==> src/pci_tgt_macros.svh <==
`ifndef PCI_TGT_MACROS_SVH
`define PCI_TGT_MACROS_SVH

// Returned in configuration register 0
`define PCI_VENDOR_ID 16'h5A5A
`define PCI_DEVICE_ID 16'h0B41

// BAR0 window is 2**PCI_BAR0_AW bytes
`define PCI_BAR0_AW 12

// Wait states before the first TRDY of a write, 0 to 7
`define PCI_INITIAL_WAIT 2

// Data phase that carries STOP with TRDY, 1 to 255
`define PCI_DISCONNECT_AFTER 8

`endif

==> src/pci_acc_if.sv <==
`timescale 1ns/1ps
`default_nettype none

interface pci_acc_if;
	logic        valid;
	logic        ready;
	logic        write;
	logic [29:0] addr;     // Word address
	logic [31:0] wdata;
	logic [3:0]  be;       // Active high byte enables
	logic [31:0] rdata;
	logic        rvalid;   // One cycle after an accepted read

	modport fsm (
		output valid,
		output write,
		output addr,
		output wdata,
		output be,
		input  ready,
		input  rdata,
		input  rvalid
	);

	modport backend (
		input  valid,
		input  write,
		input  addr,
		input  wdata,
		input  be,
		output ready,
		output rdata,
		output rvalid
	);
endinterface

`default_nettype wire

==> src/pci_cfg_space.sv <==
`timescale 1ns/1ps
`default_nettype none
`include "pci_tgt_macros.svh"

module pci_cfg_space (
	input  logic         clk,
	input  logic         rst,
	pci_acc_if.backend   acc,
	output logic [31:0]  bar0_base,
	output logic         mem_enable
);
	localparam logic [31:0] BAR_MASK = '1 << `PCI_BAR0_AW;    // Size bits read as 0

	logic       ready_q;
	logic       wr_en;
	logic       rd_en;
	logic [5:0] reg_num;

	assign acc.ready = ready_q;
	assign wr_en     = acc.valid && acc.ready && acc.write;
	assign rd_en     = acc.valid && acc.ready && !acc.write;
	assign reg_num   = acc.addr[5:0];

	always_ff @(posedge clk or posedge rst) begin
		if (rst) begin
			ready_q    <= 1'b0;
			bar0_base  <= '0;
			mem_enable <= 1'b0;
		end else begin
			ready_q <= 1'b1;
			if (wr_en) begin
				case (reg_num)
					6'd1: if (acc.be[0]) mem_enable <= acc.wdata[1];
					6'd4: begin
						for (int i = 0; i < 4; i++) begin
							if (acc.be[i])
								bar0_base[8*i +: 8] <= acc.wdata[8*i +: 8] & BAR_MASK[8*i +: 8];
						end
					end
					default: ;    // Unimplemented
				endcase
			end
		end
	end

	always_ff @(posedge clk) begin
		if (rd_en) begin
			case (reg_num)
				6'd0: acc.rdata <= {`PCI_DEVICE_ID, `PCI_VENDOR_ID};
				6'd1: acc.rdata <= {16'h0000, 14'd0, mem_enable, 1'b0};    // Status reads 0
				6'd4: acc.rdata <= bar0_base;
				default: acc.rdata <= '0;
			endcase
		end
	end

	always_ff @(posedge clk or posedge rst) begin
		if (rst)
			acc.rvalid <= 1'b0;
		else
			acc.rvalid <= rd_en;
	end
endmodule

`default_nettype wire

==> src/flat_wrapper.sv <==
// flat-port wrapper written by rule: the top's interface ports become plain ports
module pci_cfg_space_flat 
  (clk, rst, bar0_base, mem_enable, acc_valid, acc_write, acc_addr, acc_wdata, acc_be, acc_ready, acc_rdata, acc_rvalid);
  pci_acc_if acc_i ();
  input  logic clk;
  input  logic rst;
  output logic [31:0] bar0_base;
  output logic mem_enable;
  input wire logic [$bits(acc_i.valid)-1:0] acc_valid;
  input wire logic [$bits(acc_i.write)-1:0] acc_write;
  input wire logic [$bits(acc_i.addr)-1:0] acc_addr;
  input wire logic [$bits(acc_i.wdata)-1:0] acc_wdata;
  input wire logic [$bits(acc_i.be)-1:0] acc_be;
  output wire logic [$bits(acc_i.ready)-1:0] acc_ready;
  output wire logic [$bits(acc_i.rdata)-1:0] acc_rdata;
  output wire logic [$bits(acc_i.rvalid)-1:0] acc_rvalid;
  assign acc_i.valid = acc_valid;
  assign acc_i.write = acc_write;
  assign acc_i.addr = acc_addr;
  assign acc_i.wdata = acc_wdata;
  assign acc_i.be = acc_be;
  assign acc_ready = acc_i.ready;
  assign acc_rdata = acc_i.rdata;
  assign acc_rvalid = acc_i.rvalid;
  pci_cfg_space u_core (.clk(clk), .rst(rst), .acc(acc_i), .bar0_base(bar0_base), .mem_enable(mem_enable));
endmodule
==> config.mk <==
export PLATFORM = sky130hd
export DESIGN_NAME = pci_cfg_space_flat
export DESIGN_NICKNAME = d
export VERILOG_FILES = /design/src/pci_acc_if.sv /design/src/pci_cfg_space.sv /design/src/flat_wrapper.sv
export VERILOG_INCLUDE_DIRS = /design/src
export SDC_FILE = /design/constraint.sdc
export NUM_CORES = 1
export LEC_CHECK = 0
export ABC_AREA = 1
export BUFFER_PORTS_ARGS = -buffer_cell sky130_fd_sc_hd__buf_2
export CAP_MARGIN = 20
export CORE_AREA = 2 2 74 76
export DETAILED_ROUTE_END_ITERATION = 6
export DIE_AREA = 0 0 76 78
export MAX_ROUTING_LAYER = met4
export PLACE_DENSITY = 0.77
export SYNTH_ARGS = -nofsm -noshare
export SYNTH_HDL_FRONTEND = slang
export SYNTH_SLANG_ARGS = --single-unit
==> constraint.sdc <==
create_clock -name clk -period 2.65 [get_ports clk]
set_clock_uncertainty 0.2 [all_clocks]
set_input_delay 0.265 -clock clk [delete_from_list [all_inputs] [get_ports clk]]
set_output_delay 0.265 -clock clk [all_outputs]
set_load 0.03 [all_outputs]
==> run summary <==
Maximum number of pins on one net before global-route repair -> 24
Critical path launch point -> u_core.acc.ready$_DFF_PP0_
Final RePlAce weighted congestion -> 0.7946
Clock latency reported for the late side of the worst-skew pair -> 0.29 ns
Synth Area in Adders -> 0
Number of primary I/O pins -> 137
Sequential fraction of the synthesis area -> 0.6118
Count of standard-cell rows -> 26
Die X-Extent -> 76 µm
Sequential cell area -> 0.001236 mm²
P_sw -> 338.7 µW
XOR/XNOR share of the synthesized area -> 0
Via-to-Cell Ratio -> 4.252
CTS sink cnt -> 45
Biggest fanout along the worst timing path -> 14
Yosys warning total -> 0
Worst setup path endpoint -> u_core.acc.rdata[25]$_DFFE_PP_
Element type at the critical path start -> register
Fraction of layout cells with a size suffix above 1 -> 0.3378
Compound-cell area share of the yosys netlist -> 0
Simple-gate share of the synthesized area -> 0.2446
CTS Hold Buffers Added -> 6
Overall Power -> 1433 µW
Initial core utilization -> 0.4007
Overflow left after global routing -> 0
Post-synth top area share -> 0.3269
Average instance area after synthesis -> 9.668 µm²
ANT nets after route -> 0
Clock group share of total power -> 0.369
Arrival time of the worst setup path -> 1.45 ns
Buffers inserted by post-CTS timing repair -> 0
Yosys reg bits -> 45
Standard cell with the maximum stage delay on the critical path -> sky130_fd_sc_hd__nor2_2
WS Path Type -> reg2reg
Hold Slack -> -0.02573 ns
Clock-pin transition on the worst setup and hold timing paths -> 0.08 ns
Combinational family with the most area after synthesis -> simple AND/OR/NAND/NOR gates
Wire length of the first global-routing pass -> 7.148 mm
Clock Tree Buf Depth -> 2
Dominant cells by area after synthesis -> sky130_fd_sc_hd__edfxtp_1 (33%), sky130_fd_sc_hd__dfrtp_1 (28%), sky130_fd_sc_hd__nand2_1 (12%), sky130_fd_sc_hd__buf_4 (8.9%), sky130_fd_sc_hd__nand3_1 (5.4%)
Starting DRT DRC Count -> 64
Hold Vio Cnt, Final -> 23
R2r setup slk -> 0.98 ns
Estimated wirelength of the detail-placed design -> 3.038 mm
Finish-stage setup viols -> 0
Max-cap viol count -> 0
Count of cells resized by post-cts repair -> 0
Crit end category -> register
P per Cell Area -> 554.2 mW/mm²
Number of global-route vias before repair -> 1530
Post-route DRC violation count -> 0
Input/output buffers -> 83
Buffer cell driving the clock tree root -> sky130_fd_sc_hd__clkbuf_8
Worst path required time -> 2.44 ns
Maximum clock rate -> 599.4 MHz
Max IR drop VDD -> 0.2905 mV
Total die area -> 0.005928 mm²
TNS Setup -> 0 ns
Setup repair after global routing missed its margin -> false
Multi-input logic area -> 568.0 µm²
Endpoint of the worst register-to-register path -> u_core.acc.rdata[25]$_DFFE_PP_
Final worst path period need -> 1.668 ns
Core outline area -> 0.005042 mm²
Average wire per standard cell -> 11.57 µm
Final #Nets -> 368
Result of the run -> finished, violations left
Power share of the combinational group -> 0.105
Total GRT Usage -> 0.1581
Transition time of the tightest slew-check pin -> 0.9318 ns
Largest area contributor in the synthesized netlist -> sky130_fd_sc_hd__edfxtp_1
Violated checks -> negative hold slack
Switching share of power -> 0.2364
TritonRoute pass-1 iters -> 4
Portion of total power attributed to sequential cells -> 0.526
Class of the most critical hold timing path -> in2async
Clock tree from TritonCTS -> yes
Proportion of synthesized area in mux cells -> 0
Critical Path, Cell by Cell -> nand2_1, nor2_2, buf_4
Pins over their slew limit -> 0
Antenna fix cells -> 0
Deepest level of the CTS H-tree -> 2
Slew headroom -> 0.3781
Floorplan die height -> 78 µm
Internal power of the cells -> 1094 µW
Cells on worst reg2reg path -> 3
Synthesized netlist cell count -> 209
Layout overhead on the synthesized area -> 27.93%
Tcrit/Tclk final -> 0.6296
Total Routed Length -> 4.268 mm
Total number of vias -> 1569
RR Startpoint -> u_core.acc.ready$_DFF_PP0_
Antenna violations before repair -> 0
Finished Core Util -> 0.5127
Number of filler instances in the final layout -> 469
Count of unique library cells instantiated by Yosys -> 15
Synth Cell Area -> 0.002021 mm²
Slowest cell delay on critical path -> 0.41 ns
Total clock buffers created by CTS -> 5
P_leak -> 0.001448 µW
[through the flow]
| step | worst slack, ns | cell area, µm² | std cells | hold slack (ns) |
|---|---|---|---|---|
| 2_1_floorplan | 0.4807 | 2085 | 226 | 0.06692 |
| 3_3_place_gp | 0.8526 | 2409 | 355 | 0.2756 |
| 3_5_place_dp | 0.7888 | 2409 | 355 | 0.2827 |
| 4_1_cts | 0.9466 | 2585 | 369 | 0.001546 |
| 5_1_grt | 0.8630 | 2585 | 369 | 0.005527 |
| 6_report | 0.9815 | 2585 | 369 | -0.02573 |
[worst min path at each step]
stage | from | end | cells after the start
5_1_grt | acc_wdata[26] | u_core.bar0_base[26]$_DFFE_PP0P_ | 3
6_report | rst | u_core.bar0_base[21]$_DFFE_PP0P_ | 2
2_1_floorplan | rst | u_core.acc.ready$_DFF_PP0_ | 1
3_5_place_dp | u_core.mem_enable$_DFFE_PP0P_ | u_core.mem_enable$_DFFE_PP0P_ | 2
4_1_cts | acc_wdata[27] | u_core.bar0_base[27]$_DFFE_PP0P_ | 3
3_3_place_gp | u_core.bar0_base[30]$_DFFE_PP0P_ | u_core.bar0_base[30]$_DFFE_PP0P_ | 2
[metal layers]
layer	GRT usage	part of all wire
met5	-	0
met4	0.05091	0.011
met3	0.04070	0.071
met2	0.2866	0.50
met1	0.1702	0.41
[flip-flops by register name (all words and copies together), names as in the netlist]
register / cells
u_core.acc.rvalid: 1
u_core.mem_enable: 1
u_core.acc.ready: 1
u_core.acc.rdata: 22
u_core.bar0_base: 20
[critical path, delay by kind of cell (launching register included)]
family,cells,cell delay [ns]
buffers and inverters,1,0.33
flip-flops,1,0.36
AND/OR/NAND/NOR,2,0.47
[logic make-up (layout without fill, tap and decap cells)]
group,count (synthesis),after routing
buffers and inverters,49,122
other,2,19
flip-flops,45,45
AND/OR/NAND/NOR,113,113
[area by class of cell]
type / count / share of cell area
Sequential cell: 45 / 0.4782
Inverter: 23 / 0.03340
Tap cell: 70 / 0.03388
Clock inverter: 1 / 0.01162
Timing Repair Buffer: 91 / 0.1897
Multi-Input combinational cell: 132 / 0.2197
Clock buffer: 7 / 0.03340
[cells in the final DEF, fill, tap and decap left out]
cell type,netlist,routed
sky130_fd_sc_hd__inv_1,22,22
sky130_fd_sc_hd__bufinv_16,0,1
sky130_fd_sc_hd__conb_1,2,19
sky130_fd_sc_hd__nor2_1,19,18
sky130_fd_sc_hd__clkbuf_8,0,6
sky130_fd_sc_hd__nor2_4,3,3
sky130_fd_sc_hd__edfxtp_1,22,22
sky130_fd_sc_hd__buf_2,1,83
sky130_fd_sc_hd__nor2_2,1,2
sky130_fd_sc_hd__inv_2,1,1
sky130_fd_sc_hd__nand2_4,2,2
sky130_fd_sc_hd__nand3_1,22,22
sky130_fd_sc_hd__buf_4,24,2
sky130_fd_sc_hd__dlygate4sd3_1,0,6
sky130_fd_sc_hd__nand2_1,65,65
sky130_fd_sc_hd__dfrtp_1,23,23
sky130_fd_sc_hd__clkbuf_1,0,1
sky130_fd_sc_hd__nand2_2,1,1
[power by group through the flow]
stage / registers, µW / clock network, µW / logic [µW]
2_1_floorplan: 797 / 0 / 85.2
3_3_place_gp: 768 / 0 / 142
3_5_place_dp: 768 / 0 / 145
4_1_cts: 753 / 538 / 151
5_1_grt: 756 / 571 / 163
6_report: 753 / 529 / 150
[synthesized netlist by cell type, drive strengths merged]
master / number
nand2: 68
buf: 26
dfrtp: 23
inv: 23
nor2: 23
edfxtp: 22
nand3: 22
conb: 2
Note: power is estimated with default switching activity, not from simulation.
