## config.mk

```make
export PLATFORM = sky130hd
export DESIGN_NAME = pci_tgt_fsm_flat
export DESIGN_NICKNAME = d
export VERILOG_FILES = /design/src/pci_tgt_pkg.sv /design/src/pci_acc_if.sv /design/src/pci_tgt_fsm.sv /design/src/flat_wrapper.sv
export VERILOG_INCLUDE_DIRS = /design/src
export SDC_FILE = /design/constraint.sdc
export NUM_CORES = 1
export LEC_CHECK = 0
export BUFFER_PORTS_ARGS = -buffer_cell sky130_fd_sc_hd__buf_2
export CELL_PAD_IN_SITES_DETAIL_PLACEMENT = 1
export CELL_PAD_IN_SITES_GLOBAL_PLACEMENT = 1
export CORE_ASPECT_RATIO = 1.4
export CORE_MARGIN = 10
export CORE_UTILIZATION = 28
export DETAILED_ROUTE_END_ITERATION = 6
export GPL_TIMING_DRIVEN = 0
export PLACE_DENSITY = 0.88
export SLEW_MARGIN = 20
export SYNTH_ARGS = -nofsm -noshare
export SYNTH_HDL_FRONTEND = slang
export SYNTH_SLANG_ARGS = --single-unit
```

## constraint.sdc

```tcl
create_clock -name clk -period 2.89 [get_ports clk]
set_input_delay 0.867 -clock clk [delete_from_list [all_inputs] [get_ports clk]]
set_output_delay 0.867 -clock clk [all_outputs]
set_load 0.05 [all_outputs]
```

## src/pci_tgt_macros.svh

```systemverilog
`ifndef PCI_TGT_MACROS_SVH
`define PCI_TGT_MACROS_SVH

// Returned in configuration register 0
`define PCI_VENDOR_ID 16'h5A5A
`define PCI_DEVICE_ID 16'h0B41

// BAR0 window is 2**PCI_BAR0_AW bytes
`define PCI_BAR0_AW 12

// Wait states before the first TRDY of a write, 0 to 7
`define PCI_INITIAL_WAIT 2

// Data phase that carries STOP with TRDY, 1 to 255
`define PCI_DISCONNECT_AFTER 8

`endif

```

## src/pci_tgt_pkg.sv

```systemverilog
`default_nettype none

package pci_tgt_pkg;

	// Bus command as seen on C/BE# during the address phase
	typedef enum logic [3:0] {
		CMD_INT_ACK       = 4'h0,
		CMD_SPECIAL       = 4'h1,
		CMD_IO_READ       = 4'h2,
		CMD_IO_WRITE      = 4'h3,
		CMD_MEM_READ      = 4'h6,
		CMD_MEM_WRITE     = 4'h7,
		CMD_CFG_READ      = 4'hA,
		CMD_CFG_WRITE     = 4'hB,
		CMD_MEM_READ_MUL  = 4'hC,
		CMD_DUAL_ADDR     = 4'hD,
		CMD_MEM_READ_LN   = 4'hE,
		CMD_MEM_WRITE_INV = 4'hF
	} pci_cmd_e;

	// Type 0 configuration address layout
	typedef struct packed {
		logic [20:0] unused;
		logic [2:0]  func;       // Function number
		logic [5:0]  reg_num;    // Dword register index
		logic [1:0]  kind;       // 00 for type 0
	} pci_cfg_addr_t;

	// One address-phase word, read per command class
	typedef union packed {
		logic [31:0]   mem;      // Byte address
		pci_cfg_addr_t cfg;
	} pci_addr_u;

	// Back-end selected for a claimed transaction
	typedef enum logic {
		ACC_MEM = 1'b0,
		ACC_CFG = 1'b1
	} acc_space_e;

endpackage

`default_nettype wire

```

## src/pci_acc_if.sv

```systemverilog
`timescale 1ns/1ps
`default_nettype none

interface pci_acc_if;
	logic        valid;
	logic        ready;
	logic        write;
	logic [29:0] addr;     // Word address
	logic [31:0] wdata;
	logic [3:0]  be;       // Active high byte enables
	logic [31:0] rdata;
	logic        rvalid;   // One cycle after an accepted read

	modport fsm (
		output valid,
		output write,
		output addr,
		output wdata,
		output be,
		input  ready,
		input  rdata,
		input  rvalid
	);

	modport backend (
		input  valid,
		input  write,
		input  addr,
		input  wdata,
		input  be,
		output ready,
		output rdata,
		output rvalid
	);
endinterface

`default_nettype wire

```

## src/pci_tgt_fsm.sv

```systemverilog
`timescale 1ns/1ps
`default_nettype none
`include "pci_tgt_macros.svh"

module pci_tgt_fsm (
	input  logic                     clk,
	input  logic                     rst,
	input  logic [31:0]              ad_in,
	input  logic [3:0]               cbe_n,
	input  logic                     frame_n,
	input  logic                     irdy_n,
	input  logic                     claim,
	input  pci_tgt_pkg::acc_space_e  acc_space,
	input  logic                     is_read,
	input  logic [29:0]              start_addr,
	output logic [31:0]              ad_out,
	output logic                     ad_oe,
	output logic                     trdy_n,
	output logic                     stop_n,
	output logic                     devsel_n,
	output logic                     ctrl_oe,
	output logic                     par_out,
	output logic                     par_oe,
	pci_acc_if.fsm                   mem_acc,
	pci_acc_if.fsm                   cfg_acc
);
	import pci_tgt_pkg::*;

	localparam int         WW         = `PCI_BAR0_AW - 2;
	localparam logic [2:0] INIT_WAIT  = 3'(`PCI_INITIAL_WAIT);
	localparam logic [7:0] LAST_PHASE = 8'(`PCI_DISCONNECT_AFTER - 1);

	typedef enum logic [2:0] {
		S_IDLE, S_READ_TA, S_WAIT, S_ACK, S_STOP_DATA, S_STOP, S_END_TA
	} state_t;

	state_t      state, state_next;
	state_t      ack_now, ack_after;
	acc_space_e  space_q, req_space;
	logic        rd_q;
	logic        have_data;
	logic [29:0] addr_q, next_addr, req_addr;
	logic [2:0]  wait_cnt;
	logic [7:0]  phase_cnt;
	logic        xfer, go, data_avail;
	logic        rvalid_sel, ready_sel;
	logic [31:0] rdata_sel;
	logic        req_valid, req_write;

	assign xfer       = (state == S_ACK || state == S_STOP_DATA) && !irdy_n;
	assign next_addr  = {addr_q[29:WW], addr_q[WW-1:0] + 1'b1};    // Wraps in BAR window
	assign ack_now    = (phase_cnt == LAST_PHASE) ? S_STOP_DATA : S_ACK;
	assign ack_after  = (phase_cnt == LAST_PHASE - 8'd1) ? S_STOP_DATA : S_ACK;

	always_comb begin
		if (space_q == ACC_MEM) begin
			rvalid_sel = mem_acc.rvalid;
			rdata_sel  = mem_acc.rdata;
			ready_sel  = mem_acc.ready;
		end else begin
			rvalid_sel = cfg_acc.rvalid;
			rdata_sel  = cfg_acc.rdata;
			ready_sel  = cfg_acc.ready;
		end
	end

	assign data_avail = have_data || rvalid_sel;
	assign go = (wait_cnt <= 3'd1) && (rd_q ? data_avail : ready_sel);

	always_comb begin
		state_next = state;
		case (state)
			S_IDLE: if (claim) begin
				if (is_read)
					state_next = S_READ_TA;
				else if (INIT_WAIT != 3'd0)
					state_next = S_WAIT;
				else
					state_next = (LAST_PHASE == 8'd0) ? S_STOP_DATA : S_ACK;
			end
			S_READ_TA: state_next = (wait_cnt == 3'd0 && data_avail) ? ack_now : S_WAIT;
			S_WAIT: if (go) state_next = ack_now;
			S_ACK: if (!irdy_n) begin
				if (frame_n)
					state_next = S_END_TA;     // Master ended the burst
				else if (rd_q || !ready_sel)
					state_next = S_WAIT;       // Next word is being fetched
				else
					state_next = ack_after;
			end
			S_STOP_DATA: if (!irdy_n) state_next = frame_n ? S_END_TA : S_STOP;
			S_STOP: if (frame_n) state_next = S_END_TA;
			S_END_TA: state_next = S_IDLE;
			default: state_next = S_IDLE;
		endcase
	end

	always_ff @(posedge clk or posedge rst) begin
		if (rst) begin
			state     <= S_IDLE;
			space_q   <= ACC_MEM;
			rd_q      <= 1'b0;
			addr_q    <= '0;
			wait_cnt  <= '0;
			phase_cnt <= '0;
			have_data <= 1'b0;
			ad_out    <= '0;
			par_out   <= 1'b0;
			par_oe    <= 1'b0;
		end else begin
			state   <= state_next;
			par_out <= ^{ad_out, cbe_n};
			par_oe  <= ad_oe;
			if (state == S_IDLE && claim) begin
				space_q   <= acc_space;
				rd_q      <= is_read;
				addr_q    <= start_addr;
				wait_cnt  <= INIT_WAIT;
				phase_cnt <= '0;
				have_data <= 1'b0;
			end else begin
				if (state == S_WAIT && wait_cnt != 3'd0)
					wait_cnt <= wait_cnt - 3'd1;
				if (xfer) begin
					addr_q    <= next_addr;
					phase_cnt <= phase_cnt + 8'd1;
					have_data <= 1'b0;
				end else if (rvalid_sel) begin
					have_data <= 1'b1;
				end
				if (rvalid_sel)
					ad_out <= rdata_sel;
			end
		end
	end

	// First read goes out with the claim, later ones as each phase completes
	always_comb begin
		req_space = space_q;
		req_valid = 1'b0;
		req_write = 1'b0;
		req_addr  = addr_q;
		if (state == S_IDLE) begin
			req_space = acc_space;
			req_valid = claim && is_read;
			req_addr  = start_addr;
		end else if (xfer) begin
			req_valid = !rd_q || (state == S_ACK && !frame_n);
			req_write = !rd_q;
			req_addr  = rd_q ? next_addr : addr_q;
		end
	end

	assign mem_acc.valid = req_valid && (req_space == ACC_MEM);
	assign mem_acc.write = req_write;
	assign mem_acc.addr  = req_addr;
	assign mem_acc.wdata = ad_in;
	assign mem_acc.be    = ~cbe_n;
	assign cfg_acc.valid = req_valid && (req_space == ACC_CFG);
	assign cfg_acc.write = req_write;
	assign cfg_acc.addr  = req_addr;
	assign cfg_acc.wdata = ad_in;
	assign cfg_acc.be    = ~cbe_n;

	assign ctrl_oe  = (state != S_IDLE);
	assign devsel_n = !(state inside {S_READ_TA, S_WAIT, S_ACK, S_STOP_DATA, S_STOP});
	assign trdy_n   = !(state inside {S_ACK, S_STOP_DATA});
	assign stop_n   = !(state inside {S_STOP_DATA, S_STOP});
	assign ad_oe    = rd_q && (state inside {S_WAIT, S_ACK, S_STOP_DATA, S_STOP});
endmodule

`default_nettype wire

```

## src/flat_wrapper.sv

```systemverilog
// flat-port wrapper written by rule: the top's interface ports become plain ports
module pci_tgt_fsm_flat import pci_tgt_pkg::*;
  (clk, rst, ad_in, cbe_n, frame_n, irdy_n, claim, acc_space, is_read, start_addr, ad_out, ad_oe, trdy_n, stop_n, devsel_n, ctrl_oe, par_out, par_oe, mem_acc_valid, mem_acc_write, mem_acc_addr, mem_acc_wdata, mem_acc_be, mem_acc_ready, mem_acc_rdata, mem_acc_rvalid, cfg_acc_valid, cfg_acc_write, cfg_acc_addr, cfg_acc_wdata, cfg_acc_be, cfg_acc_ready, cfg_acc_rdata, cfg_acc_rvalid);
  pci_acc_if mem_acc_i ();
  pci_acc_if cfg_acc_i ();
  input  logic clk;
  input  logic rst;
  input  logic [31:0] ad_in;
  input  logic [3:0] cbe_n;
  input  logic frame_n;
  input  logic irdy_n;
  input  logic claim;
  input  pci_tgt_pkg::acc_space_e acc_space;
  input  logic is_read;
  input  logic [29:0] start_addr;
  output logic [31:0] ad_out;
  output logic ad_oe;
  output logic trdy_n;
  output logic stop_n;
  output logic devsel_n;
  output logic ctrl_oe;
  output logic par_out;
  output logic par_oe;
  output wire logic [$bits(mem_acc_i.valid)-1:0] mem_acc_valid;
  output wire logic [$bits(mem_acc_i.write)-1:0] mem_acc_write;
  output wire logic [$bits(mem_acc_i.addr)-1:0] mem_acc_addr;
  output wire logic [$bits(mem_acc_i.wdata)-1:0] mem_acc_wdata;
  output wire logic [$bits(mem_acc_i.be)-1:0] mem_acc_be;
  input wire logic [$bits(mem_acc_i.ready)-1:0] mem_acc_ready;
  input wire logic [$bits(mem_acc_i.rdata)-1:0] mem_acc_rdata;
  input wire logic [$bits(mem_acc_i.rvalid)-1:0] mem_acc_rvalid;
  output wire logic [$bits(cfg_acc_i.valid)-1:0] cfg_acc_valid;
  output wire logic [$bits(cfg_acc_i.write)-1:0] cfg_acc_write;
  output wire logic [$bits(cfg_acc_i.addr)-1:0] cfg_acc_addr;
  output wire logic [$bits(cfg_acc_i.wdata)-1:0] cfg_acc_wdata;
  output wire logic [$bits(cfg_acc_i.be)-1:0] cfg_acc_be;
  input wire logic [$bits(cfg_acc_i.ready)-1:0] cfg_acc_ready;
  input wire logic [$bits(cfg_acc_i.rdata)-1:0] cfg_acc_rdata;
  input wire logic [$bits(cfg_acc_i.rvalid)-1:0] cfg_acc_rvalid;
  assign mem_acc_valid = mem_acc_i.valid;
  assign mem_acc_write = mem_acc_i.write;
  assign mem_acc_addr = mem_acc_i.addr;
  assign mem_acc_wdata = mem_acc_i.wdata;
  assign mem_acc_be = mem_acc_i.be;
  assign mem_acc_i.ready = mem_acc_ready;
  assign mem_acc_i.rdata = mem_acc_rdata;
  assign mem_acc_i.rvalid = mem_acc_rvalid;
  assign cfg_acc_valid = cfg_acc_i.valid;
  assign cfg_acc_write = cfg_acc_i.write;
  assign cfg_acc_addr = cfg_acc_i.addr;
  assign cfg_acc_wdata = cfg_acc_i.wdata;
  assign cfg_acc_be = cfg_acc_i.be;
  assign cfg_acc_i.ready = cfg_acc_ready;
  assign cfg_acc_i.rdata = cfg_acc_rdata;
  assign cfg_acc_i.rvalid = cfg_acc_rvalid;
  pci_tgt_fsm u_core (.clk(clk), .rst(rst), .ad_in(ad_in), .cbe_n(cbe_n), .frame_n(frame_n), .irdy_n(irdy_n), .claim(claim), .acc_space(acc_space), .is_read(is_read), .start_addr(start_addr), .ad_out(ad_out), .ad_oe(ad_oe), .trdy_n(trdy_n), .stop_n(stop_n), .devsel_n(devsel_n), .ctrl_oe(ctrl_oe), .par_out(par_out), .par_oe(par_oe), .mem_acc(mem_acc_i), .cfg_acc(cfg_acc_i));
endmodule
```

==> flow_summary.yaml <==
critical_path:
  worst_path_largest_cell_delay_ns: 0.42
  start_kind: "flop"
  cp_slowest_cell: "sky130_fd_sc_hd__or3b_4"
  critical_path.n_buffers_inverters: 4
  cp.arrival_ns: 2.36
  r2r_start: "u_core.phase_cnt[3]$_DFFE_PP0N_"
  critPathMostFrequentCell: "sky130_fd_sc_hd__buf_6"
  timing_worst_setup_path_type: "flop to primary output"
  r2r_setup_slack_ns: 0.63
  rr_worst_depth: 5
  crit_path_max_fanout: 5
  cp-end-kind: "primary output"
  reg2reg_to: "u_core.state[1]$_DFFE_PP0P_"
  path_delay_family: "buffers and inverters"
  critical_path.cell_chain: "or3b_4 > a21oi_4 > buf_6 > buf_6 > nand3_2 > xor2_1 > o21ai_2 > buf_4 > buf_8"
  worstPathRequired_ns: 2.02
finish:
  seqCellArea_mm2: 0.00203
  synthToLayoutAreaGrowth_pct: 56.3
  finalNetCount: 1100
  share_of_final_layout_standard_cells_stronger_than_drive_strength_1_pct: 52.6
  fillerInstances: 2324
  multi_input_comb_area_mm2: 0.00282
cts:
  cts-root-to-sink-buffers: 2
  cts_root_buf: "sky130_fd_sc_hd__clkbuf_16"
  ctsHtreeMaxLevel: 3
  clkSinkCount: 81
  tritoncts: "done"
  clock_latency_ns: 0.34
  cts_buffers: 9
  cts.clk_slew.worst_paths_ns: 0.07
synthesis:
  synth-simple-area-share_pct: 16.8
  compound_gate_portion_of_the_synthesized_area_pct: 10.1
  synth_cells: 634
  number_of_enable_flip_flop_cells_after_synthesis: 0
  ys.warnings.count: 0
  avgSynthCellArea_um2: 8.74
  mappedNetlistArea_mm2: 0.00554
  synth_mux_area_share_pct: 10.6
  synth-seq-area-share_pct: 36.6
  syn_nets: 780
  synth.area.top_cells: "sky130_fd_sc_hd__dfrtp_1, sky130_fd_sc_hd__buf_4, sky130_fd_sc_hd__nand2_1"
  post-synth-top-count-cell: "sky130_fd_sc_hd__nand2_1"
  synth_top_family_by_area: "simple AND/OR/NAND/NOR gates"
  synth_flop_cell: "sky130_fd_sc_hd__dfrtp_1"
  asyncSetResetFlopFracSynth_pct: 100
  synth_area_leader_cell: "sky130_fd_sc_hd__dfrtp_1"
  yosys.area.top_type_share_pct: 36.6
  synth_xor_area_share_pct: 8.15
  synth_common_cells: "sky130_fd_sc_hd__nand2_1, sky130_fd_sc_hd__buf_4, sky130_fd_sc_hd__dfrtp_1"
  yosys.cell_types.count: 51
  synthAdderAreaFrac_pct: 1.13
  synth-seq-cells: 81
job:
  maxCapViolations: 0
timing:
  max_freq_ghz: 0.310
  finalCritPeriodShare_pct: 112
  timing.slew.headroom_pct: 39.1
  finalClockSkew_ns: 0.00787
  worst_pin_slew_ns: 0.901
  post-route-min-period_ns: 3.23
  worst_slack_ns: -0.336
  final-hold-violation-count: 0
  grt_setup_unrepaired: "yes"
  report.final.slew_viol_count: 0
  finalSetupViolations: 43
  summed_negative_setup_slack_over_all_endpoints_ns: -7.50
placed_design:
  port_buffers: 283
  routabilityCongestion: 0.810
  dp.final_hpwl_um: 18400
die:
  die_x_um: 139
  rows: 60
  ios: 316
  die_area_mm2: 0.0259
  core-area_mm2: 0.0194
  die_h_um: 186
  starting_density_pct: 28.6
global_routing:
  track_usage_pct: 17.6
  grt_antenna_before_repair: 3
  grt-ovfl-total: 0
  grt_pass1_vias: 6637
  pin_count_of_the_biggest_net_entering_global_routing: 32
  first_pass_grt_wire_length_um: 37200
min_path:
  worstHoldEndpoint: "u_core.addr_q[25]$_DFFE_PP0P_"
  holdCritPathClass: "flop to flop"
  beginning_of_the_worst_hold_path: "u_core.addr_q[25]$_DFFE_PP0P_"
  hold_path_cell_cnt: 2
route:
  dr.first_iter.drc_count: 253
  antenna_violating_nets_post_route: 0
  via_per_inst: 4.78
  routed_wirelength_um: 24700
  detailroute.via_count: 5787
  drcViolationCount: 0
  drtPass1Iterations: 4
  wire_per_inst_um: 20.4
outcome:
  violations: "setup timing"
  status: "finished with violations"
==> worst max-delay path by stage <==
stage | startpoint | endpoint | slack [ns] | cells past startpoint
3_5_place_dp | u_core.state[0]$_DFFE_PP0P_ | mem_acc_addr[0] | -0.57 | 6
6_report | u_core.state[1]$_DFFE_PP0P_ | mem_acc_addr[3] | -0.34 | 9
3_3_place_gp | u_core.state[0]$_DFFE_PP0P_ | mem_acc_addr[22] | -0.58 | 5
5_1_grt | u_core.state[1]$_DFFE_PP0P_ | mem_acc_addr[3] | -0.40 | 9
2_1_floorplan | irdy_n | mem_acc_addr[9] | -0.17 | 6
4_1_cts | u_core.state[2]$_DFFE_PP0P_ | mem_acc_addr[2] | -0.34 | 9
==> area by class of cell <==
cell class / instances / share of cell area [%]
multi-input cells: 412 / 32.6
repair buffers: 310 / 24.9
flip-flops and latches: 81 / 23.5
plain buffers: 128 / 10.8
well taps: 248 / 3.58
clock buffers: 9 / 2.60
clock inverters: 7 / 1.43
inverters: 12 / 0.564
diodes: 3 / 0.0867
==> timing repair <==
| action | in CTS | in global routing |
|---|---|---|
| cloned | 1 | 1 |
| setup endpoints to repair | 67 | 66 |
| pin swaps | 9 | 10 |
| setup buffers | 19 | 5 |
| endpoints found under the hold margin | 0 | 0 |
| hold buffers | 0 | 0 |
| resized for setup | 164 | 48 |
==> state kept, by name (all words and copies together) (netlist names) <==
register          flops
u_core.ad_out        32
u_core.state          3
u_core.phase_cnt      8
u_core.par_out        1
u_core.par_oe         1
u_core.addr_q        30
u_core.wait_cnt       3
u_core.space_q        1
u_core.rd_q           1
u_core.have_data      1
==> cells by family after synthesis <==
| kind of cell | after synthesis |
|---|---|
| mux | 56 |
| fa+ha+maj | 5 |
| buf+inv | 141 |
| simple gates | 211 |
| flops | 81 |
| compound gates | 90 |
| xor+xnor | 50 |
==> worst register-to-register path: stages (launching register included) <==
cell	delay, ns
sky130_fd_sc_hd__dfrtp_1	0.43
sky130_fd_sc_hd__nor4b_1	0.81
sky130_fd_sc_hd__o2111ai_1	0.27
sky130_fd_sc_hd__a22oi_1	0.26
sky130_fd_sc_hd__o221ai_1	0.14
sky130_fd_sc_hd__a22o_1	0.24
==> cells in the final DEF, fill, tap and decap left out, drive strengths merged, types with 2 or more instances in the layout <==
| master | count |
|---|---|
| a21boi | 3 |
| a21o | 2 |
| a21oi | 37 |
| a22oi | 2 |
| and2 | 9 |
| and3 | 5 |
| buf | 422 |
| bufinv | 3 |
| clkbuf | 25 |
| dfrtp | 81 |
| diode | 3 |
| ha | 5 |
| inv | 14 |
| mux2 | 21 |
| mux2i | 35 |
| nand2 | 102 |
| nand2b | 3 |
| nand3 | 12 |
| nand3b | 3 |
| nand4 | 4 |
| nor2 | 54 |
| nor2b | 4 |
| nor3 | 5 |
| nor3b | 2 |
| o211ai | 5 |
| o21a | 2 |
| o21ai | 22 |
| o221a | 2 |
| o311ai | 3 |
| o31a | 2 |
| or2 | 2 |
| or3 | 3 |
| or3b | 2 |
| xnor2 | 32 |
| xor2 | 17 |
==> layer usage <==
metal  GRT usage [%]  vias to the layer above  share of wire [%]
li1                -                     2647                  -
met4            5.55                        0                2.8
met1            17.1                     2828                 35
met3            6.19                       38                8.6
met2            33.4                      274                 54
met5               0                        -                  0
==> metrics by stage <==
stage               setup slack [ns]  hold WS (ns)  cells  utilization [%]  cell area (µm²)
finish                        -0.336         0.491   1210             44.7             8660
floorplan                     -0.170         0.442    634                -             5620
global route                  -0.397         0.517   1210             44.7             8660
detailed placement            -0.572         0.471   1167             38.1             7380
global placement              -0.582         0.454   1165             37.9             7340
CTS                           -0.338         0.493   1202             43.6             8450
Power is left out: the tool's default activity adds up to more than one toggle a clock period on the data nets, which glitch-free logic cannot reach.
